### src/logic/soc_pkg.sv
`default_nettype none

package soc_pkg;

    // Core-side bus widths
    localparam int addr_width = 64;
    localparam int data_width = 64;

    // Memory word and instruction width
    localparam int word_width = 32;

    // 12 KB of block RAM shared by ROM and RAM
    localparam int mem_words = 3072;
    // Word index bits, enough to span mem_words
    localparam int mem_index_width = $clog2(mem_words);

    // Boot ROM, read-only from the bus
    localparam logic [addr_width-1:0] rom_base = 64'h0000_0000_0000_0000;
    localparam logic [addr_width-1:0] rom_size = 64'h0000_0000_0000_1000;

    // Data RAM directly above the ROM
    localparam logic [addr_width-1:0] ram_base = 64'h0000_0000_0000_1000;
    localparam logic [addr_width-1:0] ram_size = 64'h0000_0000_0000_2000;

    // Keyboard ASCII register
    localparam logic [addr_width-1:0] key_base = 64'h0000_0000_0000_4000;

    // UART transmit register
    localparam logic [addr_width-1:0] art_base = 64'h0000_0000_0000_4008;

    // Vector presented to the core on a key press
    localparam logic [3:0] irq_keyboard = 4'd1;

    // One CPU step per second at 50 MHz
    localparam int tick_divide_default = 50_000_000;

    // PS/2 set-2 break prefix
    localparam logic [7:0] ps2_break_code = 8'hF0;

endpackage

`default_nettype wire
### src/logic/ps2_decoder.sv
`timescale 1ns/1ps
`default_nettype none

module ps2_decoder (
    input  wire        CLOCK_50,
    input  wire        KEY0,
    input  wire        ps2_clk,
    input  wire        ps2_dat,
    output logic [7:0] scan_code,
    output logic [7:0] ascii_code,
    output logic       key_pressed,
    output logic       key_released
);
    import soc_pkg::*;

    // Synchronizer stages, bit 1 is the safe copy
    logic [1:0] clk_sync;
    logic [1:0] dat_sync;
    logic       clk_prev;
    logic       clk_fall;
    // 0 idle, 1..9 data and parity, 10 stop
    logic [3:0] bit_count;
    // Data bits then parity, filled LSB first
    logic [8:0] frame_shift;
    logic       frame_valid;
    logic       break_flag;

    // Set-2 make codes to ASCII, zero when untranslated
    function automatic logic [7:0] to_ascii(input logic [7:0] code);
        case (code)
            8'h1C: to_ascii = "a";
            8'h32: to_ascii = "b";
            8'h21: to_ascii = "c";
            8'h23: to_ascii = "d";
            8'h24: to_ascii = "e";
            8'h2B: to_ascii = "f";
            8'h34: to_ascii = "g";
            8'h33: to_ascii = "h";
            8'h43: to_ascii = "i";
            8'h3B: to_ascii = "j";
            8'h42: to_ascii = "k";
            8'h4B: to_ascii = "l";
            8'h3A: to_ascii = "m";
            8'h31: to_ascii = "n";
            8'h44: to_ascii = "o";
            8'h4D: to_ascii = "p";
            8'h15: to_ascii = "q";
            8'h2D: to_ascii = "r";
            8'h1B: to_ascii = "s";
            8'h2C: to_ascii = "t";
            8'h3C: to_ascii = "u";
            8'h2A: to_ascii = "v";
            8'h1D: to_ascii = "w";
            8'h22: to_ascii = "x";
            8'h35: to_ascii = "y";
            8'h1A: to_ascii = "z";
            8'h45: to_ascii = "0";
            8'h16: to_ascii = "1";
            8'h1E: to_ascii = "2";
            8'h26: to_ascii = "3";
            8'h25: to_ascii = "4";
            8'h2E: to_ascii = "5";
            8'h36: to_ascii = "6";
            8'h3D: to_ascii = "7";
            8'h3E: to_ascii = "8";
            8'h46: to_ascii = "9";
            8'h29: to_ascii = " ";
            // Enter gives carriage return
            8'h5A: to_ascii = 8'h0D;
            default: to_ascii = 8'h00;
        endcase
    endfunction

    // Both lines idle high
    always_ff @(posedge CLOCK_50 or negedge KEY0) begin
        if (!KEY0) begin
            clk_sync <= 2'b11;
            dat_sync <= 2'b11;
            clk_prev <= 1'b1;
        end else begin
            clk_sync <= {clk_sync[0], ps2_clk};
            dat_sync <= {dat_sync[0], ps2_dat};
            clk_prev <= clk_sync[1];
        end
    end

    // Keyboard changes data on rising edge, so sample on falling
    assign clk_fall = clk_prev && !clk_sync[1];

    // Frame sequencer
    always_ff @(posedge CLOCK_50 or negedge KEY0) begin
        if (!KEY0) begin
            bit_count   <= 4'd0;
            frame_valid <= 1'b0;
        end else begin
            frame_valid <= 1'b0;
            if (clk_fall) begin
                if (bit_count == 4'd0) begin
                    // Wait for start bit
                    if (!dat_sync[1]) begin
                        bit_count <= 4'd1;
                    end
                end else if (bit_count == 4'd10) begin
                    bit_count <= 4'd0;
                    // Stop must be 1, data plus parity must have odd weight
                    if (dat_sync[1] && (^frame_shift)) begin
                        frame_valid <= 1'b1;
                    end
                end else begin
                    bit_count <= bit_count + 4'd1;
                end
            end
        end
    end

    // Shift in data and parity, held until the next frame starts
    always_ff @(posedge CLOCK_50) begin
        if (clk_fall && bit_count != 4'd0 && bit_count != 4'd10) begin
            frame_shift <= {dat_sync[1], frame_shift[8:1]};
        end
    end

    // Make/break tracking and output pulses
    always_ff @(posedge CLOCK_50 or negedge KEY0) begin
        if (!KEY0) begin
            scan_code    <= 8'h00;
            ascii_code   <= 8'h00;
            key_pressed  <= 1'b0;
            key_released <= 1'b0;
            break_flag   <= 1'b0;
        end else begin
            key_pressed  <= 1'b0;
            key_released <= 1'b0;
            if (frame_valid) begin
                if (frame_shift[7:0] == ps2_break_code) begin
                    // Next code is a release
                    break_flag <= 1'b1;
                end else begin
                    scan_code <= frame_shift[7:0];
                    if (break_flag) begin
                        key_released <= 1'b1;
                        break_flag   <= 1'b0;
                    end else begin
                        key_pressed <= 1'b1;
                        ascii_code  <= to_ascii(frame_shift[7:0]);
                    end
                end
            end
        end
    end

endmodule

`default_nettype wire

### config.mk
export PLATFORM = sky130hd
export DESIGN_NAME = ps2_decoder
export DESIGN_NICKNAME = d
export VERILOG_FILES = /design/src/logic/soc_pkg.sv /design/src/logic/ps2_decoder.sv
export SDC_FILE = /design/constraint.sdc
export NUM_CORES = 1
export LEC_CHECK = 0
export CAP_MARGIN = 20
export CORE_MARGIN = 10
export CORE_UTILIZATION = 35
export CTS_BUF_LIST = sky130_fd_sc_hd__clkbuf_4
export DETAILED_ROUTE_END_ITERATION = 10
export DONT_BUFFER_PORTS = 1
export HOLD_SLACK_MARGIN = 0.08
export MAX_ROUTING_LAYER = met4
export PLACE_DENSITY = 0.53
export SLEW_MARGIN = 5
export SYNTH_ARGS = -nofsm -noshare
export SYNTH_HDL_FRONTEND = slang
export SYNTH_SLANG_ARGS = --single-unit
### constraint.sdc
create_clock -name CLOCK_50 -period 3.3 [get_ports CLOCK_50]
set_clock_uncertainty 0.1 [all_clocks]
set_input_delay 0.66 -clock CLOCK_50 [delete_from_list [all_inputs] [get_ports CLOCK_50]]
set_output_delay 0.66 -clock CLOCK_50 [all_outputs]
set_load 0.01 [all_outputs]
==> impl_metrics.ini <==
[synth]
ys_async_sr_fraction_pct = 63.64
netlist_instances = 346
synth_seq_cells = 44
synth_edf_count = 9
synth_cell_types = 66
synth_area_leaders = dfrtp_1 20%, edfxtp_1 9.2%, nand2_1 6.8%
ys_top_cells_by_count = 53 x nand2_1, 38 x o21ai_0, 23 x dfrtp_1, 19 x clkbuf_1, 18 x inv_1
synthesis.nets = 363
avgSynthCellArea_um2 = 8.458
yosys_warnings = 0
yosysMostFrequentCell = nand2_1
synth_top_area_share_pct = 19.67
synth_flop_cell = dfrtp_1
yosys.area.top_type = dfrtp_1
netlist_area_mm2 = 0.002927
ys_seq_area_share_pct = 38.18

[cts]
cts_buffers = 5
clkTransAtPathRegs_ps = 140
cts_buffer_depth = 2
h-tree-depth = 2
clk-insertion-delay-late_ps = 380
root_buffer = clkbuf_4
cts_tree = yes
clock-sinks = 44

[global_routing]
grt_max_degree = 29
grt_first_pass_wirelength_um = 13570
antenna_found_initial = 1
gr-total-overflow = 0
grt_pass1_vias = 2496
globalRouteTotalUtil_pct = 13.41

[floorplan]
start_util_pct = 35.80
die_h_um = 111.4
die_x_um = 111.4
row_count = 33
ios = 22
die-area_mm2 = 0.01242
core-area_mm2 = 0.008175

[final_layout]
num-fill-cells = 826
syn_to_final_growth_pct = 10.43
instances_no_fill = 459
final_util_pct = 39.53
drive_above_1_share_pct = 13.60
final_area_mm2 = 0.003232
seqCellArea_mm2 = 0.001117
multi_input_area_mm2 = 0.001623
nets = 369

[power_and_ir_drop]
vdd_ir_drop_max_mv = 0.2138
p_per_area_mw_per_mm2 = 670.7
power_mw = 2.168
p_leak_nw = 1.346

[setup_path]
crit_type = reg -> reg
cp_max_fo = 5
cp-end-kind = register
worst_ep_arrival_time_ps = 3250
worstPathRequired_ps = 3480
startpoint_type = register

[placed_design]
dp_hpwl_um = 6022
portBuffers = 0
pre_cts_slack_ps = 223.9
gp_congestion = 0.9416
dpl_cell_area_mm2 = 0.003092
placedCellCount = 445

[sta]
fmax_mhz = 325.7
period_share_pct = 93.03
worst_hold_slack_ps = 164.5
finalCriticalPeriod_ps = 3070
fin_ws_ps = 230.0
hold_violations = 0
slew_headroom_pct = 45.29
setup_violations = 0
worst_pin_slew_ps = 820.6
finalSetupTns_ps = 0
drv_slew = 0

[routing]
wl_um = 8293
wl_per_cell_um = 18.07
vias_per_cell = 5.693
first_pass_iters = 4
route.detailed.drc = 0
drtIter0Drc = 288
vias = 2613
antenna_left = 0

[run]
cap_violations = 0

[run_status]
status = complete, no violations

[worst_hold_path]
hold_class = in -> reg
-- timing repair --
| item | CTS | global route |
|---|---|---|
| setup endpoints to repair | 0 | 1 |
| resized for setup | 0 | 1 |
| hold buffers | 2 | 0 |
| setup buffers | 0 | 3 |
| hold endpoints to repair | 28 | 0 |
-- logic make-up (layout without fill, tap and decap cells) --
kind of cell / after synthesis / in the layout / synth area share [%]
buffers and inverters: 45 / 52 / 6.412
DFF: 44 / 44 / 38.18
adders and majority gates: 13 / 13 / 5.558
xor gates and xnor gates: 4 / 4 / 1.197
other: 1 / 2 / 0.1281
AOI/OAI and AO/OA: 119 / 119 / 27.62
muxes: 7 / 7 / 2.950
and+or+nand+nor: 113 / 113 / 17.96
-- layout by cell type, fill, tap and decap left out, drive strengths merged, types with 4 or more instances in the layout --
cell type   n
dfstp       5
o211ai      7
o221ai      5
inv        20
dfrtp      23
nor3       10
buf        24
nand4       5
clkbuf      5
nand2      53
edfxtp      9
dfxtp       7
o22ai       4
o21ai      42
ha         13
a31oi       4
a21oi      16
nand2b      8
nand3       6
mux2i       4
nor2b       7
a22o        5
nor2       14
-- per-layer routing --
metal  vias up  GRT usage (%)  part of all wire [%]
met5         -              -                     0
met4         0          5.656                   2.3
met3        19          2.523                   5.7
met2        92          20.63                    47
met1      1243          16.83                    45
li1       1259              -                     -
-- critical path, stage by stage, from the launching register on --
cell and delay, ps:
dfrtp_1 430, inv_1 80, ha_1 270, mux2i_4 230, o21ai_4 70, inv_2 90, mux2i_1 230, inv_1 110
ha_1 250, nor2b_1 140, a32o_1 230, a31o_1 220, a211o_1 230, a221o_1 280
-- final timing paths --
kind | from | end | slack [ps] | cells after the start
hold reg to reg | dat_sync[0] | dat_sync[1] | 270 | 0
min in group asynchronous | KEY0 | scan_code[1] | 620 | 2
setup / recovery | bit_count[0] | register | 230 | 13
hold / removal | ps2_clk | clk_sync[0] | 160 | 0
max in group asynchronous | KEY0 | clk_sync[0] | 2250 | 2
setup reg to reg | bit_count[0] | register | 230 | 13
-- final cells by class --
class                           count  share of cell area (%)
Multi-Input combinational cell    257                   50.21
Sequential cell                    44                   34.57
Timing Repair Buffer               25                   6.272
Tap cell                          105                   4.065
Inverter                           19                   2.207
Clock inverter                      3                   1.432
Clock buffer                        5                   1.161
Antenna cell                        1                 0.07743
-- power by group --
group	internal [mW]	switching [mW]	leakage, nW
clock	0.162	0.195	0.0418
combinational	0.434	0.603	0.797
sequential	0.659	0.113	0.508
total	1.26	0.912	1.35
(Power assumes the default switching activity.)
