$ cat config.mk
export PLATFORM = sky130hd
export DESIGN_NAME = clock_slower
export DESIGN_NICKNAME = d
export VERILOG_FILES = /design/src/logic/soc_pkg.sv /design/src/logic/clock_slower.sv
export SDC_FILE = /design/constraint.sdc
export NUM_CORES = 1
export LEC_CHECK = 0
export ABC_AREA = 1
export BUFFER_PORTS_ARGS = -buffer_cell sky130_fd_sc_hd__buf_2
export CAP_MARGIN = 10
export CORE_MARGIN = 2
export CORE_UTILIZATION = 37
export CTS_BUF_LIST = sky130_fd_sc_hd__clkbuf_2
export DETAILED_ROUTE_END_ITERATION = 12
export SETUP_SLACK_MARGIN = 0.15
export SLEW_MARGIN = 0
export SYNTH_ARGS = -nofsm -noshare
export SYNTH_HDL_FRONTEND = slang
export SYNTH_SLANG_ARGS = --single-unit
$ cat constraint.sdc
create_clock -name CLOCK_50 -period 2.5 [get_ports CLOCK_50]
set_input_delay 0.5 -clock CLOCK_50 [delete_from_list [all_inputs] [get_ports CLOCK_50]]
set_output_delay 0.5 -clock CLOCK_50 [all_outputs]
set_load 0.03 [all_outputs]
$ cat src/logic/soc_pkg.sv
`default_nettype none

package soc_pkg;

    // Core-side bus widths
    localparam int addr_width = 64;
    localparam int data_width = 64;

    // Memory word and instruction width
    localparam int word_width = 32;

    // 12 KB of block RAM shared by ROM and RAM
    localparam int mem_words = 3072;
    // Word index bits, enough to span mem_words
    localparam int mem_index_width = $clog2(mem_words);

    // Boot ROM, read-only from the bus
    localparam logic [addr_width-1:0] rom_base = 64'h0000_0000_0000_0000;
    localparam logic [addr_width-1:0] rom_size = 64'h0000_0000_0000_1000;

    // Data RAM directly above the ROM
    localparam logic [addr_width-1:0] ram_base = 64'h0000_0000_0000_1000;
    localparam logic [addr_width-1:0] ram_size = 64'h0000_0000_0000_2000;

    // Keyboard ASCII register
    localparam logic [addr_width-1:0] key_base = 64'h0000_0000_0000_4000;

    // UART transmit register
    localparam logic [addr_width-1:0] art_base = 64'h0000_0000_0000_4008;

    // Vector presented to the core on a key press
    localparam logic [3:0] irq_keyboard = 4'd1;

    // One CPU step per second at 50 MHz
    localparam int tick_divide_default = 50_000_000;

    // PS/2 set-2 break prefix
    localparam logic [7:0] ps2_break_code = 8'hF0;

endpackage

`default_nettype wire
$ cat src/logic/clock_slower.sv
`timescale 1ns/1ps
`default_nettype none

module clock_slower #(
    parameter int tick_divide = soc_pkg::tick_divide_default
) (
    input  wire  CLOCK_50,
    input  wire  KEY0,
    output logic cpu_tick
);

    // Wide enough to hold tick_divide - 1, at least one bit
    logic [$clog2(tick_divide + 1)-1:0] count;

    // Free-running count, enable pulse on the last clock of each period
    always_ff @(posedge CLOCK_50 or negedge KEY0) begin
        if (!KEY0) begin
            count    <= '0;
            cpu_tick <= 1'b0;
        end else if (count == ($bits(count))'(tick_divide - 1)) begin
            // Wrap and fire the step enable
            count    <= '0;
            cpu_tick <= 1'b1;
        end else begin
            count    <= count + 1'b1;
            cpu_tick <= 1'b0;
        end
    end

endmodule

`default_nettype wire

==> impl_metrics.toml, run 1 <==
[clock_tree]
cts_tree = "built"
clock_sinks = 27
postCtsSetupBuffers = 0
cts_resized = 0
cts_hold_repair.buffers = 0
clockBufferDepth = 2
clk_pin_slew_ns = 0.25
cts_made_buffers = 3
htree_num_levels = 1
clk_latency_ns = 0.35
clock-root-buffer = "clkbuf_2"

[floorplanning]
die_w_um = 68.6
rows = 23
dieArea_um2 = 4710
initial_utilization_pct = 38.6
die_h_um = 68.6
core_area_um2 = 4000
num_io_pins = 3

[finish]
fill_cells = 429
synthToLayoutAreaGrowth_pct = 5.26
layout.nets = 225
antenna_cells = 0
final_common_cell = "nor2_1"
drive_above_1_share_pct = 5.91
final_cell_mix = "nor2_1, nand2_1, dfrtp_1"

[setup_path]
crit_path_end_kind = "register"
cpPeakStageDelay_ns = 0.51
startpoint_type = "register"
crit_fanout = 12
rrSetupSlack_ns = 0.86
crit_family = "simple AND/OR/NAND/NOR gates"
crit_path_top_delay_cell = "dfrtp_1"
cp_num_buf_inv = 1
critPathRequiredTime_ns = 2.76
crit_chain = "ha_1 > nand3_1 > inv_1 > nand4_1 > nor2_2 > nor2_1"
arrival_ns = 1.90
crit_type = "register to register"

[power]
ir_drop_v = 0.000155
p_leak_nw = 0.742
power_density_nw_per_um2 = 379

[global_routing]
grt_max_degree = 28
gr-usage-met1_pct = 21.4
use_met2_pct = 25.4
grt-ovfl-total = 0
antenna_found_initial = 0
grt_pass1_vias = 1212
met3_usage_pct = 1.95
grt-busiest-layer = "met2"
grt_pass1_wl_mm = 5.52
grt_usage_pct = 15.7

[sta]
setup_violations = 0
rsz0062_at_grt = "false"
fin_skew_ns = 0.00420
worst_slack_ns = 0.863
max_freq_ghz = 0.611
hold_violations = 0
maxSlewViolCount = 0
worst_slew_pin_slew_ns = 0.600
fin_crit_sh_pct = 65.5
setup-tns-final_ns = 0
slew_headroom_pct = 60.0
fin_crit_ns = 1.64

[drt]
drc_errors = 0
vias_per_cell = 4.75
firstDrtPassIters = 4
wl_mm = 3.25
drt_iter0_drc = 98
via_count = 1282
detail_route.wl_per_cell_um = 12.0
final_antenna_net_count = 0

[flow_run]
maxCapViolations = 0

[synth]
synth_nets = 219
synth_cells = 215
yosysWarnings = 0
syn_avg_cell_area_um2 = 7.19
seq_area_frac_synth_pct = 43.7
synth.distinct_cells = 18
synth_top_family_by_area = "simple AND/OR/NAND/NOR gates"
syn_area_um2 = 1550
synth-xor-area-share_pct = 8.50
synth-simple-area-share_pct = 37.9
ys_ff_latch = 27
muxShareOfSynthArea_pct = 0
synth_fa_ha_area_share_pct = 1.62
synth_compound_area_share_pct = 2.43

[placed_design]
gp_congestion = 0.875
io_buffers = 2
dp_hpwl_mm = 2.59
dpl_worst_slack_ns = 0.831

[worst_hold_path]
hp-class = "input port to asynchronous set/reset pin"

[status]
outcome = "complete, no violations"
## registers in the layout (all words and copies together), names as in the netlist
register  count
count        26
cpu_tick      1
## metal layers
layer / routed length (um) / up-vias
met4: 67 / 0
li1: - / 669
met1: 1700 / 593
met3: 41 / 7
met2: 1440 / 13
met5: 0 / -
## path summary, 6_finish.rpt
kind,end,start,depth (start not counted)
setup / recovery,count[17]$_DFF_PN0_,count[0]$_DFF_PN0_,6
hold / removal,count[22]$_DFF_PN0_,KEY0,1
setup reg to reg,count[17]$_DFF_PN0_,count[0]$_DFF_PN0_,6
hold reg to reg,count[16]$_DFF_PN0_,count[16]$_DFF_PN0_,1
max in group asynchronous,count[4]$_DFF_PN0_,KEY0,1
min in group CLOCK_50,count[16]$_DFF_PN0_,count[16]$_DFF_PN0_,1
## per-stage QoR
step / power [mW] / area [um2] / instances / hold slack [ns] / util (%)
3_5_place_dp: 0.455 / 1610 / 266 / 0.547 / 40.2
5_1_grt: 0.653 / 1630 / 270 / 0.103 / 40.7
3_3_place_gp: 0.454 / 1610 / 266 / 0.527 / 40.2
2_1_floorplan: 0.445 / 1550 / 215 / 0.204 / -
4_1_cts: 0.628 / 1630 / 270 / 0.107 / 40.7
6_report: 0.617 / 1630 / 270 / 0.100 / 40.7
## synthesized netlist by cell type
master / number / area share, %
a21oi_1: 5 / 1.6
and2_1: 2 / 0.81
buf_6: 1 / 0.73
dfrtp_1: 27 / 44
ha_1: 2 / 1.6
inv_1: 21 / 5.1
nand2_1: 55 / 13
nand3_1: 17 / 5.5
nand4_1: 1 / 0.41
nor2_1: 58 / 14
nor2_2: 5 / 2.0
nor3_1: 2 / 0.65
nor3_2: 1 / 0.65
o21ai_1: 1 / 0.32
o21bai_1: 1 / 0.49
or2_2: 1 / 0.41
xnor2_1: 3 / 1.7
xor2_1: 12 / 6.8
## logic make-up after synthesis
group	count (synthesis)
DFF	27
xor gates and xnor gates	15
adders and majority gates	2
buffers and inverters	22
and+or+nand+nor	142
AOI/OAI and AO/OA	7
## power by group
part           total, mW  leakage [nW]  switching [mW]  internal, mW
logic            0.00870         0.363         0.00814      0.000559
registers          0.438         0.363               0         0.438
clock network      0.171        0.0166           0.129        0.0422
## cell type report
cell class                      instances  area [um2]  area share [%]
Clock buffer                            4        20.0            1.23
Inverter                               21        78.8            4.85
Multi-Input combinational cell        166         779            47.9
Sequential cell                        27         676            41.5
Tap cell                               50        62.6            3.85
Timing Repair Buffer                    2        10.0           0.615
Power figures use the tool's default switching activity.
==> run 2, diff against run 1 <==
==> constraint.sdc (replaced) <==
create_clock -name CLOCK_50 -period 1.67 [get_ports CLOCK_50]
set_input_delay 0.334 -clock CLOCK_50 [delete_from_list [all_inputs] [get_ports CLOCK_50]]
set_output_delay 0.334 -clock CLOCK_50 [all_outputs]
set_load 0.03 [all_outputs]
==> run 2 against run 1 <==
  * Utilization up 0.78 points
  * Sequential power up 50%
  * Cell area up 1.9%
  * First-iteration DRC count down 20%
  * Critical path type unchanged
==> impl_metrics.toml, run 2 (same netlist as run 1, synthesis figures left out) <==
[finish]
antenna_cells = 0
final_cell_area_um2 = 1660
largest-register = "count"
largest_reg_flops = 26
utilization_pct = 41.4
top_regs = "count x26, cpu_tick x1"
final_common_cell = "nor2_1"
synthToLayoutAreaGrowth_pct = 7.29
layout.nets = 227
final_cell_mix = "nor2_1, nand2_1, dfrtp_1"
drive_above_1_share_pct = 8.11

[drt]
via_count = 1287
firstDrtPassIters = 4
drt_iter0_drc = 78
wl_mm = 3.22
vias_per_cell = 4.73
final_antenna_net_count = 0
detail_route.wl_per_cell_um = 11.8
drc_errors = 0

[setup_path]
startpoint_type = "register"
crit_fanout = 7
crit_path_top_delay_cell = "dfrtp_2"
cpPeakStageDelay_ns = 0.48
crit_type = "register to register"
crit_path_end_kind = "register"
critPathRequiredTime_ns = 1.97
crit_chain = "ha_1 > inv_1 > nor2_2 > nand2_1 > nor2_2 > nand2_1 > xor2_1"
arrival_ns = 1.70

[floorplanning]
rows = 23
dieArea_um2 = 4710
core_area_um2 = 4000
die_w_um = 68.6
initial_utilization_pct = 38.6
die_h_um = 68.6
num_io_pins = 3

[global_routing]
grt_pass1_wl_mm = 5.49
antenna_found_initial = 0
grt_max_degree = 28
grt_pass1_vias = 1214
grt-ovfl-total = 0
grt_usage_pct = 15.7

[clock_tree]
cts_tree = "built"
clk_latency_ns = 0.36
clock-root-buffer = "clkbuf_2"
clock_sinks = 27
clk_pin_slew_ns = 0.26
htree_num_levels = 1
cts_made_buffers = 3
clockBufferDepth = 2

[flow_run]
maxCapViolations = 0

[power]
ir_drop_v = 0.000276
p_int_mw = 0.721
p_clk_share_pct = 28.1
swShare_pct = 22.7
power_density_nw_per_um2 = 562
p_leak_nw = 0.750
pwr-share-seq_pct = 70.3
p_switching_mw = 0.211
p_comb_share_pct = 1.6

[sta]
setup-tns-final_ns = 0
fin_crit_sh_pct = 84.4
setup_violations = 0
fin_crit_ns = 1.41
max_freq_ghz = 0.710
slew_headroom_pct = 59.7
worst_slew_pin_slew_ns = 0.605
hold_violations = 0
fin_skew_ns = 0.00862
maxSlewViolCount = 0
rsz0062_at_grt = "false"

[placed_design]
dpl_cell_area_um2 = 1610
io_buffers = 2
gp_congestion = 0.887
dp_hpwl_mm = 2.50

[worst_hold_path]
hp-class = "input port to asynchronous set/reset pin"

[status]
outcome = "complete, no violations"
[run 2: cell types whose count changed in the layout (fill, tap and decap cells not counted)]
cell,previous run,this run
dfrtp_1,27,25
dfrtp_2,0,2
buf_6,0,1
dlygate4sd3_1,0,1
nand3_1,17,16
nand3_2,0,1
nor2_1,58,57
nor2_2,5,6
[run 2: repair_timing]
item                                   in CTS  in global routing
setup buffers                               0                  0
setup endpoints to repair                   0                 22
hold buffers                                1                  0
resized for setup                           0                  5
endpoints found under the hold margin      27                  0
[run 2: path summary, 6_finish.rpt]
| kind | from | endpoint | slack, ns | cells past startpoint |
|---|---|---|---|---|
| max | count[0]$_DFF_PN0_ | count[24]$_DFF_PN0_ | 0.26 | 7 |
| min | KEY0 | count[19]$_DFF_PN0_ | 0.46 | 2 |
| max reg2reg | count[0]$_DFF_PN0_ | count[24]$_DFF_PN0_ | 0.26 | 7 |
| min reg2reg | count[0]$_DFF_PN0_ | count[0]$_DFF_PN0_ | 0.53 | 1 |
| max in group asynchronous | KEY0 | count[0]$_DFF_PN0_ | 0.78 | 2 |
| min in group CLOCK_50 | count[0]$_DFF_PN0_ | count[0]$_DFF_PN0_ | 0.53 | 1 |
[run 2: critical path: cells and delay by family (launching register included)]
kind | cells | cell delay [ns]
AND/OR/NAND/NOR | 4 | 0.46
XOR/XNOR | 1 | 0.14
buffers and inverters | 1 | 0.06
adder cells (fa/ha/maj) | 1 | 0.20
flip-flops | 1 | 0.48
[run 2: routing by layer]
metal  routed length [um]  GRT usage, %  part of all wire, %  vias up
met3                   62          1.95                  1.9        5
li1                     -             -                    -      674
met4                   42          4.50                  1.3        0
met1                 1660          22.0                   52      595
met2                 1450          25.2                   45       13
met5                    0             0                    0        -
[run 2: power groups by stage]
stage,registers (mW),logic (mW),clock network (mW)
after global placement,0.666,0.0143,0
after detailed placement,0.666,0.0145,0
after global routing,0.656,0.0183,0.302
after floorplan,0.666,0.000000359,0
final,0.656,0.0149,0.262
after CTS,0.656,0.0162,0.272
[run 2: layout make-up]
| cell class | instances | area (um2) |
|---|---|---|
| multi-input cells | 166 | 787 |
| fillers | 425 | 2340 |
| inverters | 21 | 78.8 |
| repair buffers | 4 | 31.3 |
| flip-flops and latches | 27 | 678 |
| well taps | 50 | 62.6 |
| clock buffers | 4 | 20.0 |
[run 2: metrics by stage]
stage | cells | hold slack, ns | power, mW | setup slack [ns]
after floorplan | 215 | 0.0384 | 0.666 | 0.322
after global placement | 267 | 0.380 | 0.680 | 0.215
after detailed placement | 267 | 0.383 | 0.681 | 0.194
after CTS | 272 | 0.471 | 0.944 | 0.176
after global routing | 272 | 0.487 | 0.976 | 0.146
final | 272 | 0.461 | 0.932 | 0.261
==> run 3, diff against run 2 <==
==> constraint.sdc (replaced) <==
create_clock -name CLOCK_50 -period 1.2 [get_ports CLOCK_50]
set_input_delay 0.24 -clock CLOCK_50 [delete_from_list [all_inputs] [get_ports CLOCK_50]]
set_output_delay 0.24 -clock CLOCK_50 [all_outputs]
set_load 0.03 [all_outputs]
==> run 3 against run 2 <==
  * The flow now finishes with violations (negative setup slack)
  * Via count rose by 23%
  * Global-route usage rose by 3.1 points
  * Sequential power rose by 39%
  * Register-to-register slack got worse by 0.49 ns
  * Critical endpoint is now count[25]$_DFF_PN0_
  * Largest power group unchanged
==> impl_metrics.toml, run 3 (same netlist as run 1, synthesis figures left out) <==
[finish]
top_regs = "count x26, cpu_tick x1"
layout.nets = 293
largest_reg_flops = 26
final_common_cell = "buf_4"
synthToLayoutAreaGrowth_pct = 54.3
antenna_cells = 0
seq_area_um2 = 683
fill_cells = 367
final_cell_mix = "buf_4, nand2_1, nor2_2, nor2_1, dfrtp_1"
largest-register = "count"
drive_above_1_share_pct = 49.3
fin_cells = 338
multi_input_area_um2 = 980

[setup_path]
critPathRequiredTime_ns = 1.50
crit_fanout = 6
arrival_ns = 1.73
crit_path_end_kind = "register"
crit_type = "register to register"
startpoint_type = "register"

[sta]
fin_skew_ns = 0.00498
hold_violations = 0
worst_slack_ns = -0.227
worst_slew_pin_slew_ns = 0.288
maxSlewViolCount = 0
slew_headroom_pct = 80.8
max_freq_ghz = 0.701
rsz0062_at_grt = "true"
setup_violations = 26
fin_crit_sh_pct = 119
whs_ns = 0.224
fin_crit_ns = 1.43

[global_routing]
grt_usage_pct = 18.8
grt_pass1_vias = 1480
grt_pass1_wl_mm = 6.58
grt_max_degree = 18
antenna_found_initial = 0
grt-ovfl-total = 0

[clock_tree]
htree_num_levels = 1
cts_tree = "built"
clock-root-buffer = "clkbuf_2"
clockBufferDepth = 2
clock_sinks = 27
cts_made_buffers = 3
clk_pin_slew_ns = 0.26
clk_latency_ns = 0.37

[drt]
wl_mm = 4.21
drt_iter0_drc = 90
final_antenna_net_count = 0
vias_per_cell = 4.67
detail_route.wl_per_cell_um = 12.4
drc_errors = 0
firstDrtPassIters = 4
via_count = 1578

[floorplanning]
die_h_um = 68.6
initial_utilization_pct = 38.6
dieArea_um2 = 4710
rows = 23
num_io_pins = 3
die_w_um = 68.6
core_area_um2 = 4000

[power]
p_clk_share_pct = 28.2
pwr-share-seq_pct = 69.5
p_comb_share_pct = 2.3
p_leak_nw = 1.12
ir_drop_v = 0.000305
p_switching_mw = 0.303
swShare_pct = 23.1
p_int_mw = 1.01
power_density_nw_per_um2 = 551

[status]
violations = "negative setup slack"
outcome = "complete, but fails checks"

[flow_run]
maxCapViolations = 0

[worst_hold_path]
hp-class = "input port to asynchronous set/reset pin"

[placed_design]
io_buffers = 2
dp_hpwl_mm = 3.04
gp_congestion = 0.893
place_inst = 321
[run 3: worst max-delay path, stage by stage (launching register included)]
cell	delay [ns]
dfrtp_1	0.46
ha_2	0.20
buf_4	0.11
buf_6	0.09
nand2_4	0.06
nor2_4	0.15
nand3_4	0.14
nand2_1	0.10
nor2_1	0.05
[run 3: final timing paths]
path,startpoint,endpoint,slack [ns],depth (start not counted)
max,count[0]$_DFF_PN0_,count[25]$_DFF_PN0_,-0.23,8
min,KEY0,count[11]$_DFF_PN0_,0.22,2
max reg2reg,count[0]$_DFF_PN0_,count[25]$_DFF_PN0_,-0.23,8
min reg2reg,count[22]$_DFF_PN0_,count[22]$_DFF_PN0_,0.59,2
max in group asynchronous,KEY0,count[7]$_DFF_PN0_,0.58,3
min in group CLOCK_50,count[22]$_DFF_PN0_,count[22]$_DFF_PN0_,0.59,2
[run 3: layer usage]
| metal | share of wire (%) | global-route usage (%) | up-vias | wire length [um] |
|---|---|---|---|---|
| li1 | - | - | 805 | - |
| met5 | 0 | 0 | - | 0 |
| met2 | 49 | 32.7 | 30 | 2080 |
| met4 | 2.5 | 6.00 | 0 | 104 |
| met1 | 45 | 24.4 | 734 | 1910 |
| met3 | 2.6 | 1.95 | 9 | 109 |
[run 3: power by group through the flow]
| stage | clock network [mW] | registers, mW | logic [mW] |
|---|---|---|---|
| 2_1_floorplan | 0 | 0.927 | 0.000000353 |
| 3_3_place_gp | 0 | 0.927 | 0.0289 |
| 3_5_place_dp | 0 | 0.927 | 0.0294 |
| 4_1_cts | 0.390 | 0.913 | 0.0318 |
| 5_1_grt | 0.413 | 0.913 | 0.0344 |
| 6_report | 0.370 | 0.912 | 0.0303 |
[run 3: through the flow]
step	TNS (ns)	setup slack [ns]	power, mW	instance area (um2)	utilization (%)
finish	-4.32	-0.227	1.31	2380	59.6
CTS	-3.06	-0.164	1.33	2210	55.3
global placement	-2.37	-0.133	0.956	2050	51.3
detailed placement	-2.69	-0.140	0.956	2050	51.3
floorplan	-1.16	-0.106	0.927	1570	-
global route	-6.86	-0.319	1.36	2380	59.6
[run 3: layout make-up]
cell class / instances / area share, %
multi-input cells: 166 / 41.1
flip-flops and latches: 27 / 28.6
repair buffers: 70 / 23.5
inverters: 21 / 3.31
well taps: 50 / 2.62
clock buffers: 4 / 0.839
[run 3: what timing repair did]
item,in CTS,in global routing
pin swaps,15,16
gates cloned,0,0
buffers inserted,4,8
hold buffers,1,0
endpoints found under the setup margin,28,28
gates resized for setup,33,38
hold endpoints to repair,27,0
