File: src/logic/soc_pkg.sv
`default_nettype none

package soc_pkg;

    // Core-side bus widths
    localparam int addr_width = 64;
    localparam int data_width = 64;

    // Memory word and instruction width
    localparam int word_width = 32;

    // 12 KB of block RAM shared by ROM and RAM
    localparam int mem_words = 3072;
    // Word index bits, enough to span mem_words
    localparam int mem_index_width = $clog2(mem_words);

    // Boot ROM, read-only from the bus
    localparam logic [addr_width-1:0] rom_base = 64'h0000_0000_0000_0000;
    localparam logic [addr_width-1:0] rom_size = 64'h0000_0000_0000_1000;

    // Data RAM directly above the ROM
    localparam logic [addr_width-1:0] ram_base = 64'h0000_0000_0000_1000;
    localparam logic [addr_width-1:0] ram_size = 64'h0000_0000_0000_2000;

    // Keyboard ASCII register
    localparam logic [addr_width-1:0] key_base = 64'h0000_0000_0000_4000;

    // UART transmit register
    localparam logic [addr_width-1:0] art_base = 64'h0000_0000_0000_4008;

    // Vector presented to the core on a key press
    localparam logic [3:0] irq_keyboard = 4'd1;

    // One CPU step per second at 50 MHz
    localparam int tick_divide_default = 50_000_000;

    // PS/2 set-2 break prefix
    localparam logic [7:0] ps2_break_code = 8'hF0;

endpackage

`default_nettype wire
File: src/logic/bus_controller.sv
`timescale 1ns/1ps
`default_nettype none

module bus_controller (
    input  wire                             CLOCK_50,
    input  wire                             KEY0,
    input  wire  [soc_pkg::addr_width-1:0]  bus_address,
    input  wire  [soc_pkg::data_width-1:0]  bus_write_data,
    input  wire                             bus_write_enable,
    input  wire                             bus_read_enable,
    output logic [soc_pkg::data_width-1:0]  bus_read_data,
    output logic [soc_pkg::addr_width-1:0]  mem_address,
    output logic                            mem_write,
    output logic [soc_pkg::word_width-1:0]  mem_write_data,
    input  wire  [soc_pkg::word_width-1:0]  mem_read_data,
    input  wire  [7:0]                      ascii_code,
    output logic [soc_pkg::word_width-1:0]  uart_write_data,
    output logic                            uart_write_strobe
);
    import soc_pkg::*;

    // Region decode
    logic rom_sel;
    logic ram_sel;
    logic key_sel;
    logic art_sel;
    // Read pipeline state
    logic read_pending;
    logic rd_mem_sel;
    logic rd_key_sel;
    // UART write level and its delayed copy
    logic uart_trigger;
    logic uart_trigger_dly;

    assign rom_sel = (bus_address >= rom_base) && (bus_address < rom_base + rom_size);
    assign ram_sel = (bus_address >= ram_base) && (bus_address < ram_base + ram_size);
    assign key_sel = (bus_address == key_base);
    assign art_sel = (bus_address == art_base);

    // Memory sees every address, only RAM may be written
    assign mem_address    = bus_address;
    assign mem_write      = bus_write_enable && ram_sel;
    assign mem_write_data = bus_write_data[word_width-1:0];

    // First clock registers region with memory read, second selects result
    always_ff @(posedge CLOCK_50 or negedge KEY0) begin
        if (!KEY0) begin
            read_pending  <= 1'b0;
            rd_mem_sel    <= 1'b0;
            rd_key_sel    <= 1'b0;
            bus_read_data <= '0;
        end else begin
            read_pending <= bus_read_enable;
            if (bus_read_enable) begin
                rd_mem_sel <= rom_sel || ram_sel;
                rd_key_sel <= key_sel;
            end
            if (read_pending) begin
                if (rd_mem_sel) begin
                    bus_read_data <= {{(data_width - word_width){1'b0}}, mem_read_data};
                end else if (rd_key_sel) begin
                    bus_read_data <= {{(data_width - 8){1'b0}}, ascii_code};
                end else begin
                    // Unmapped reads as zero
                    bus_read_data <= '0;
                end
            end
        end
    end

    // One strobe per write burst to the UART register
    assign uart_trigger = bus_write_enable && art_sel;

    always_ff @(posedge CLOCK_50 or negedge KEY0) begin
        if (!KEY0) begin
            uart_trigger_dly <= 1'b0;
        end else begin
            uart_trigger_dly <= uart_trigger;
        end
    end

    assign uart_write_strobe = uart_trigger && !uart_trigger_dly;
    assign uart_write_data   = bus_write_data[word_width-1:0];

endmodule

`default_nettype wire

File: config.mk
export PLATFORM = sky130hd
export DESIGN_NAME = bus_controller
export DESIGN_NICKNAME = d
export VERILOG_FILES = /design/src/logic/soc_pkg.sv /design/src/logic/bus_controller.sv
export SDC_FILE = /design/constraint.sdc
export NUM_CORES = 1
export LEC_CHECK = 0
export BUFFER_PORTS_ARGS = -buffer_cell sky130_fd_sc_hd__buf_2
export CORE_AREA = 2 2 142 144
export CTS_BUF_LIST = sky130_fd_sc_hd__clkbuf_4 sky130_fd_sc_hd__clkbuf_8
export DETAILED_ROUTE_END_ITERATION = 10
export DIE_AREA = 0 0 144 146
export PLACE_DENSITY_LB_ADDON = 0.3
export SLEW_MARGIN = 20
export SYNTH_ARGS = -nofsm -noshare
export SYNTH_HDL_FRONTEND = slang
export SYNTH_SLANG_ARGS = --single-unit
File: constraint.sdc
create_clock -name CLOCK_50 -period 1.95 [get_ports CLOCK_50]
set_clock_uncertainty 0.05 [all_clocks]
set_input_delay 0.39 -clock CLOCK_50 [delete_from_list [all_inputs] [get_ports CLOCK_50]]
set_output_delay 0.39 -clock CLOCK_50 [all_outputs]
set_load 0.05 [all_outputs]
==> results of run 1 <==
-- cell families (layout without fill, tap and decap cells) --
family                    count (synthesis)  count (layout)  synth area share (%)
buffers and inverters                   198             257                 47.19
AOI/OAI and AO/OA                        42              42                 8.172
xor gates and xnor gates                  1               1                0.3076
other                                     1              32                0.1317
DFF                                      36              36                 31.63
and+or+nand+nor                          64              64                 12.57
-- sequential cells by signal (all words and copies together), names as in the netlist --
signal,cells
read_pending,1
uart_trigger_dly,1
bus_read_data,32
rd_key_sel,1
rd_mem_sel,1
-- power groups by stage --
stage                     Sequential, W  Combinational [W]  Clock, W
after floorplan                0.000821           0.000930         0
after global placement         0.000783           0.000718         0
after detailed placement       0.000784           0.000716         0
after CTS                      0.000769           0.000736  0.000703
after global routing           0.000771           0.000770  0.000734
final                          0.000769           0.000735  0.000664
-- cells in the mapped netlist, types with 3 or more instances --
master,n,area [um^2]
buf_4,160,1201
dfrtp_1,36,900.9
inv_1,27,101.4
nand3_1,25,125.1
o21ai_0,24,120.1
nor4_1,13,81.33
nor2_1,11,41.29
a21oi_1,8,40.04
a22oi_1,8,60.06
clkbuf_1,6,22.52
buf_1,5,18.77
nand4_1,4,25.02
nor3_1,3,15.01
-- placed cells by master (no fill, tap or decap) --
cell type  instances
clkbuf_8           5
nand4_1            4
and3_1             1
o21ai_0           24
dfrtp_1           35
buf_12             1
and4_4             1
bufinv_16          1
buf_2            197
nor4_1             4
o22ai_1            2
nor4_4             7
conb_1            32
nor3_4             1
nor4b_2            1
a22oi_1            8
buf_4             15
nand2_1            2
clkbuf_4           1
inv_1             27
dfrtp_2            1
a21oi_1            8
nor2_1            11
or3_4              2
buf_6              9
nor4_2             3
clkinv_2           1
nand3_1           24
nand3_2            1
nor3_1             2
xnor2_1            1
-- worst max-delay path: cells and delay by family --
family | cells | cell delay, ns
and+or+nand+nor | 4 | 1.00
buffers and inverters | 2 | 0.30
-- cell type report --
class / count / area share [%]
Inverter: 27 / 2.875
Multi-Input combinational cell: 139 / 24.35
Sequential cell: 36 / 25.59
Tap cell: 265 / 9.407
Clock buffer: 6 / 2.165
Timing Repair Buffer: 222 / 34.61
Clock inverter: 2 / 0.9940
-- timing repair --
action | CTS | global route
endpoints found under the setup margin | 2 | 2
setup buffers | 1 | 0
pin swaps | 7 | 3
endpoints found under the hold margin | 0 | 0
resized for setup | 21 | 5
-- through the flow --
step	TNS (ns)	cells	worst slack, ns	hold slack, ns
CTS	-0.3524	697	-0.1784	0.1138
floorplan	-0.3409	373	-0.2529	0.04441
global route	-0.4644	697	-0.2329	0.1314
global placement	-0.8281	688	-0.4439	0.4320
detailed placement	-0.8254	688	-0.4465	0.4269
finish	-0.3426	697	-0.1801	0.09450
-- path summary, 6_finish.rpt --
kind | startpoint | end | slack [ns] | cells past startpoint
worst max-delay path | bus_address[56] | uart_write_strobe | -0.18 | 6
worst min-delay path | KEY0 | bus_read_data[26]$_DFFE_PN0P_ | 0.09 | 2
worst max register to register | rd_mem_sel$_DFFE_PN0P_ | bus_read_data[6]$_DFFE_PN0P_ | 0.45 | 3
worst min register to register | bus_read_data[3]$_DFFE_PN0P_ | bus_read_data[3]$_DFFE_PN0P_ | 0.47 | 2
max in group asynchronous | KEY0 | read_pending$_DFF_PN0_ | 1.37 | 2
min in group CLOCK_50 | bus_read_enable | read_pending$_DFF_PN0_ | 0.26 | 1
-- layer usage --
layer,share of wire [%],vias to the layer above
li1,-,1104
met1,40,971
met2,48,161
met3,11,11
met4,1.2,0
met5,0,-
==> flow_summary.yaml, run 1 <==
grt:
  grt_pass1_vias: 2050
  overflow: 0
  met1_usage_pct: 7.134
  antenna_found_initial: 0
  busiest_layer: "met2"
  grtUsageTotal_pct: 6.291
  grt_pass1_wl_mm: 10.51
  gr-usage-met2_pct: 11.43
  grtUsageMet3_pct: 1.612
  grt_start_max_net_pins: 53
sta:
  slew_violations: 0
  final-setup-viol-count: 2
  hold_viol_final: 0
  slew_headroom_pct: 48.32
  rsz0062_at_grt: "yes"
  finalCriticalPeriod_ns: 2.130
  max_freq_ghz: 0.4695
  period_share_pct: 109.2
  fin_ws_ns: -0.1801
  tightest_slew_ns: 0.7723
power_and_ir_drop:
  total_power_w: 0.002167
  power.switching_w: 0.0008448
  combPwrFrac_pct: 33.9
  p_int_w: 0.001323
  power.density_nw_per_um2: 614.9
  swShare_pct: 38.98
  irDropWorstVdd_mv: 0.1997
  seqPwrFrac_pct: 35.5
  p_leak_nw: 1.762
  pwr-share-clk_pct: 30.6
drt:
  wl_per_cell_um: 10.43
  vias_per_cell: 3.224
  first_pass_iters: 4
  drt_iter0_markers: 39
  vias: 2247
  wl_mm: 7.269
  ant_nets: 0
  drc_errors: 0
floorplan:
  fp.dieArea_um2: 21020
  dieHeight_um: 146
  core_region_area_um2: 19330
  die_w_um: 144
  boundaryPins: 366
  rows: 51
  start_util_pct: 14.73
placement:
  place_area_um2: 3261
  placement.io_buffers: 205
  dp_hpwl_mm: 5.849
  gp_congestion: 0.6955
yosys:
  synthesis.area_um2: 2848
  synth_warnings: 0
  synth.distinct_cells: 23
  ys_ff_latch: 36
  async_reset_ff_share_pct: 100.0
  synthCells: 342
  ys_seq_area_share_pct: 31.63
  synth-edff-count: 0
  syn_avg_cell_area_um2: 8.327
  synth_flop_cell: "dfrtp_1"
cts:
  cts_sinks: 36
  clock_latency_ns: 0.28
  root_buffer: "clkbuf_8"
  clk_pin_slew_ns: 0.08
  htreeDepth: 2
  clock_path_buffers: 2
  cts_tree: "yes"
  cts_hold_buffers: 0
  cts_buffers: 5
worst_setup_path:
  cp_max_fo: 2
  start_kind: "input pin"
  endpoint_kind: "output port"
  path_class: "input pin to output port"
  critPathArrivalTime_ns: 1.69
  cp.required_ns: 1.51
  slowest_stage: "or3_4"
  crit_chain: "buf_2, nor4_2, nand2_1, or3_4, nor4_4, buf_6"
  crit_path_max_incr_delay_ns: 0.44
hold_path:
  hold_path.class: "input pin to async pin"
run:
  maxCapViolations: 0
layout:
  multi_input_area_um2: 858.3
  num-fill-cells: 2188
  final_cell_area_um2: 3525
  fin_util_pct: 18.23
  regArea_um2: 902.1
  layout-drive-gt1-share_pct: 57.18
  diodes: 0
  syn_to_final_growth_pct: 23.77
  nets: 603
status:
  status: "complete, but fails checks"
  failed_checks: "negative setup slack"
No activity file was read; power rests on OpenSTA's default activity.
==> run 2: changes to the inputs <==
Settings changed: CORE_AREA 2 2 142 144 to 2 2 144 146, DIE_AREA 0 0 144 146 to 0 0 146 148.
==> flow_summary.yaml, run 2 (synthesized netlist as in run 1, its figures left out) <==
status:
  status: "complete, but fails checks"
  failed_checks: "negative setup slack"
cts:
  clk_pin_slew_ns: 0.07
  cts_sinks: 36
  cts_buffers: 5
  cts_tree: "yes"
  htreeDepth: 2
  clock_path_buffers: 2
  root_buffer: "clkbuf_8"
  clock_latency_ns: 0.29
  cts_hold_buffers: 0
layout:
  num-fill-cells: 2285
  largest_register_ffs: 32
  final_cell_area_um2: 3562
  top_register: "bus_read_data"
  nets: 611
  diodes: 0
  layout-drive-gt1-share_pct: 57.63
  layout_commonest_cell: "buf_2"
  fin_util_pct: 17.78
  final_cell_mix: "buf_2 (198), dfrtp_1 (35), conb_1 (32)"
  syn_to_final_growth_pct: 25.09
drt:
  drc_errors: 0
  drt_iter0_markers: 55
  wl_per_cell_um: 10.68
  ant_nets: 0
  first_pass_iters: 3
  vias: 2298
  wl_mm: 7.571
  vias_per_cell: 3.241
floorplan:
  fp.dieArea_um2: 21610
  core_region_area_um2: 20040
  boundaryPins: 366
  rows: 52
  dieHeight_um: 148
  start_util_pct: 14.21
  die_w_um: 146
power_and_ir_drop:
  pwr-share-clk_pct: 28.1
  seqPwrFrac_pct: 36.3
  swShare_pct: 40.47
  combPwrFrac_pct: 35.6
  power.switching_w: 0.0008529
  irDropWorstVdd_mv: 0.2126
  p_leak_nw: 1.790
  p_int_w: 0.001255
  power.density_nw_per_um2: 591.7
sta:
  tightest_slew_ns: 0.7996
  fin_ws_ns: -0.1887
  hold_viol_final: 0
  finalCriticalPeriod_ns: 2.139
  fin_setup_tns_ns: -0.3621
  final-setup-viol-count: 2
  slew_headroom_pct: 46.49
  rsz0062_at_grt: "yes"
  period_share_pct: 109.7
  slew_violations: 0
  max_freq_ghz: 0.4676
worst_setup_path:
  cp_max_fo: 2
  cp.required_ns: 1.51
  start_kind: "input pin"
  endpoint_kind: "output port"
  critPathArrivalTime_ns: 1.70
  path_class: "input pin to output port"
hold_path:
  hold_path.class: "input pin to async pin"
grt:
  overflow: 0
  grt_start_max_net_pins: 65
  grtUsageTotal_pct: 6.489
  grt_pass1_wl_mm: 11.15
  grt_pass1_vias: 2164
  antenna_found_initial: 0
run:
  maxCapViolations: 0
placement:
  placement.io_buffers: 205
  place_ws_ns: -0.4589
  gp_congestion: 0.7402
  place_area_um2: 3339
  dp_hpwl_mm: 5.961
[run 2: what timing repair did]
item | CTS | global route
gates resized for setup | 10 | 13
gates cloned | 0 | 0
endpoints found under the setup margin | 2 | 2
buffers inserted | 0 | 1
pin swaps | 4 | 2
[run 2: worst paths after layout]
path | startpoint | end | slack [ns] | cells past startpoint
setup / recovery | bus_address[56] | uart_write_strobe | -0.19 | 6
hold / removal | KEY0 | bus_read_data[8]$_DFFE_PN0P_ | 0.005 | 2
setup reg to reg | rd_mem_sel$_DFFE_PN0P_ | bus_read_data[1]$_DFFE_PN0P_ | 0.47 | 3
hold reg to reg | bus_read_data[15]$_DFFE_PN0P_ | bus_read_data[15]$_DFFE_PN0P_ | 0.47 | 2
max in group asynchronous | KEY0 | read_pending$_DFF_PN0_ | 1.64 | 2
min in group CLOCK_50 | bus_read_enable | read_pending$_DFF_PN0_ | 0.24 | 1
[run 2: worst max-delay path, stage by stage]
cell	delay (ns)
buf_2	0.11
nor4_2	0.27
nand2_1	0.14
or3_4	0.44
nor4_4	0.15
buf_6	0.19
[run 2: area by class of cell]
cell class / count / area (um^2) / area share, %
Inverter: 27 / 101.3 / 2.845
Multi-Input combinational cell: 139 / 838.3 / 23.53
Clock buffer: 7 / 96.34 / 2.705
Tap cell: 270 / 337.8 / 9.484
Timing Repair Buffer: 230 / 1286 / 36.11
Sequential cell: 36 / 902.1 / 25.32
[run 2: per-stage QoR]
stage          power (W)  cells  hold slack [ns]
2_1_floorplan   0.001751    373          0.04441
3_3_place_gp    0.001518    701           0.3308
3_5_place_dp    0.001517    701           0.3279
4_1_cts         0.002144    708         0.004045
5_1_grt         0.002209    709          0.01000
6_report        0.002108    709         0.004972
[run 2: routing by layer]
layer	track usage [%]	routed length, um
met5	0	0
met4	2.379	117
met3	2.068	718
met2	11.79	3787
met1	7.085	2947
[run 2: power by group through the flow]
stage	logic (W)	registers (W)	clock network, W
after floorplan	0.000930	0.000821	0
after global placement	0.000739	0.000779	0
after detailed placement	0.000737	0.000780	0
after CTS	0.000745	0.000765	0.000634
after global routing	0.000786	0.000766	0.000657
final	0.000750	0.000765	0.000593
==> run 3: changes to the inputs <==
Settings changed: CELL_PAD_IN_SITES_DETAIL_PLACEMENT set to 2, CELL_PAD_IN_SITES_GLOBAL_PLACEMENT set to 2, CORE_AREA 2 2 144 146 to unset, CORE_ASPECT_RATIO set to 0.75, CORE_MARGIN set to 1, CORE_UTILIZATION set to 14, DIE_AREA 0 0 146 148 to unset, SKIP_CTS_REPAIR_TIMING set to 1.
==> flow_summary.yaml, run 3 (synthesized netlist as in run 1, its figures left out) <==
cts:
  clk_pin_slew_ns: 0.08
  clock_latency_ns: 0.29
  root_buffer: "clkbuf_8"
  cts_tree: "yes"
  cts_buffers: 5
  htreeDepth: 2
  cts_sinks: 36
  clock_path_buffers: 2
power_and_ir_drop:
  power.density_nw_per_um2: 605.2
  irDropWorstVdd_mv: 0.1686
  total_power_w: 0.002117
  p_leak_nw: 1.781
grt:
  grt_start_max_net_pins: 49
  antenna_found_initial: 0
  grt_pass1_vias: 2691
  grtUsageTotal_pct: 9.128
  grt_pass1_wl_mm: 14.98
  overflow: 0
drt:
  vias_per_cell: 3.492
  first_pass_iters: 4
  drt_iter0_markers: 61
  wl_per_cell_um: 14.13
  ant_nets: 0
  drc_errors: 0
  wl_mm: 9.789
  vias: 2420
worst_setup_path:
  cp.required_ns: 1.51
  slowest_stage: "or3_4"
  path_class: "input pin to output port"
  crit_chain: "buf_2, nor4_2, nand4_1, or3_4, nor3_4, buf_6"
  crit_path_max_incr_delay_ns: 0.45
  cp_max_fo: 2
  critPathArrivalTime_ns: 1.72
  r2r_cells: 4
  endpoint_kind: "output port"
  start_kind: "input pin"
run:
  maxCapViolations: 0
placement:
  gp_congestion: 0.7634
  placement.io_buffers: 205
  dp_hpwl_mm: 8.246
status:
  status: "complete, but fails checks"
  failed_checks: "negative hold slack, negative setup slack"
layout:
  multi_input_area_um2: 817.0
  diodes: 0
  num-fill-cells: 2305
  top_register: "bus_read_data"
  regArea_um2: 902.1
  layout-drive-gt1-share_pct: 57.73
  layout_commonest_cell: "buf_2"
  final_cell_mix: "buf_2 (201), dfrtp_1 (35), conb_1 (32)"
  fin_util_pct: 17.80
  syn_to_final_growth_pct: 22.85
  nets: 611
  largest_register_ffs: 32
floorplan:
  start_util_pct: 14.49
  dieHeight_um: 125.5
  core_region_area_um2: 19650
  boundaryPins: 366
  fp.dieArea_um2: 20920
  die_w_um: 166.7
  rows: 44
sta:
  period_share_pct: 110.8
  fin_ws_ns: -0.2115
  max_freq_ghz: 0.4627
  finalCriticalPeriod_ns: 2.161
  hold_viol_final: 6
  slew_violations: 0
  final-setup-viol-count: 2
  rsz0062_at_grt: "yes"
  hold-worst-slack_ns: -0.007516
hold_path:
  hold_path.class: "input pin to async pin"
==> run 3: path summary, 6_finish.rpt <==
path	start	end	slack, ns
min in group CLOCK_50	bus_read_enable	read_pending$_DFF_PN0_	0.22
worst min register to register	bus_read_data[17]$_DFFE_PN0P_	bus_read_data[17]$_DFFE_PN0P_	0.47
worst max register to register	rd_mem_sel$_DFFE_PN0P_	bus_read_data[7]$_DFFE_PN0P_	0.66
max in group asynchronous	KEY0	read_pending$_DFF_PN0_	1.36
worst min-delay path	KEY0	bus_read_data[15]$_DFFE_PN0P_	-0.008
worst max-delay path	bus_address[48]	mem_write	-0.21
==> run 3: per-layer routing <==
layer / wire, um / track usage (%) / vias to the layer above
li1: - / - / 1118
met3: 888 / 3.957 / 0
met1: 4268 / 11.53 / 1170
met4: 0 / 1.198 / 0
met2: 4631 / 14.68 / 132
met5: 0 / 0 / -
==> run 3: critical path, delay by kind of cell <==
family	cells	cell delay [ns]
buffers and inverters	2	0.29
and+or+nand+nor	4	1.05
==> run 3: area by class of cell <==
class,instances,area share (%)
Clock buffer,8,2.790
Timing Repair Buffer,230,36.12
Inverter,27,2.897
Tap cell,253,9.049
Multi-Input combinational cell,139,23.35
Sequential cell,36,25.79
==> run 3: report_power, final <==
group / internal [W] / total [W] / switching [W] / leakage (nW)
clock network: 0.000317 / 0.000598 / 0.000282 / 0.0523
registers: 0.000759 / 0.000771 / 0.0000122 / 0.488
logic: 0.000176 / 0.000748 / 0.000572 / 1.24
==> run 3: stage by stage <==
| step | instance area, um^2 | worst slack (ns) | instances | TNS (ns) |
|---|---|---|---|---|
| global route | 3498 | -0.3017 | 693 | -0.5744 |
| detailed placement | 3318 | -0.4522 | 684 | -0.8498 |
| finish | 3498 | -0.2115 | 693 | -0.3985 |
| global placement | 3318 | -0.4045 | 684 | -0.7961 |
| floorplan | 3012 | -0.2529 | 373 | -0.3409 |
| CTS | 3416 | -0.4643 | 692 | -0.8744 |
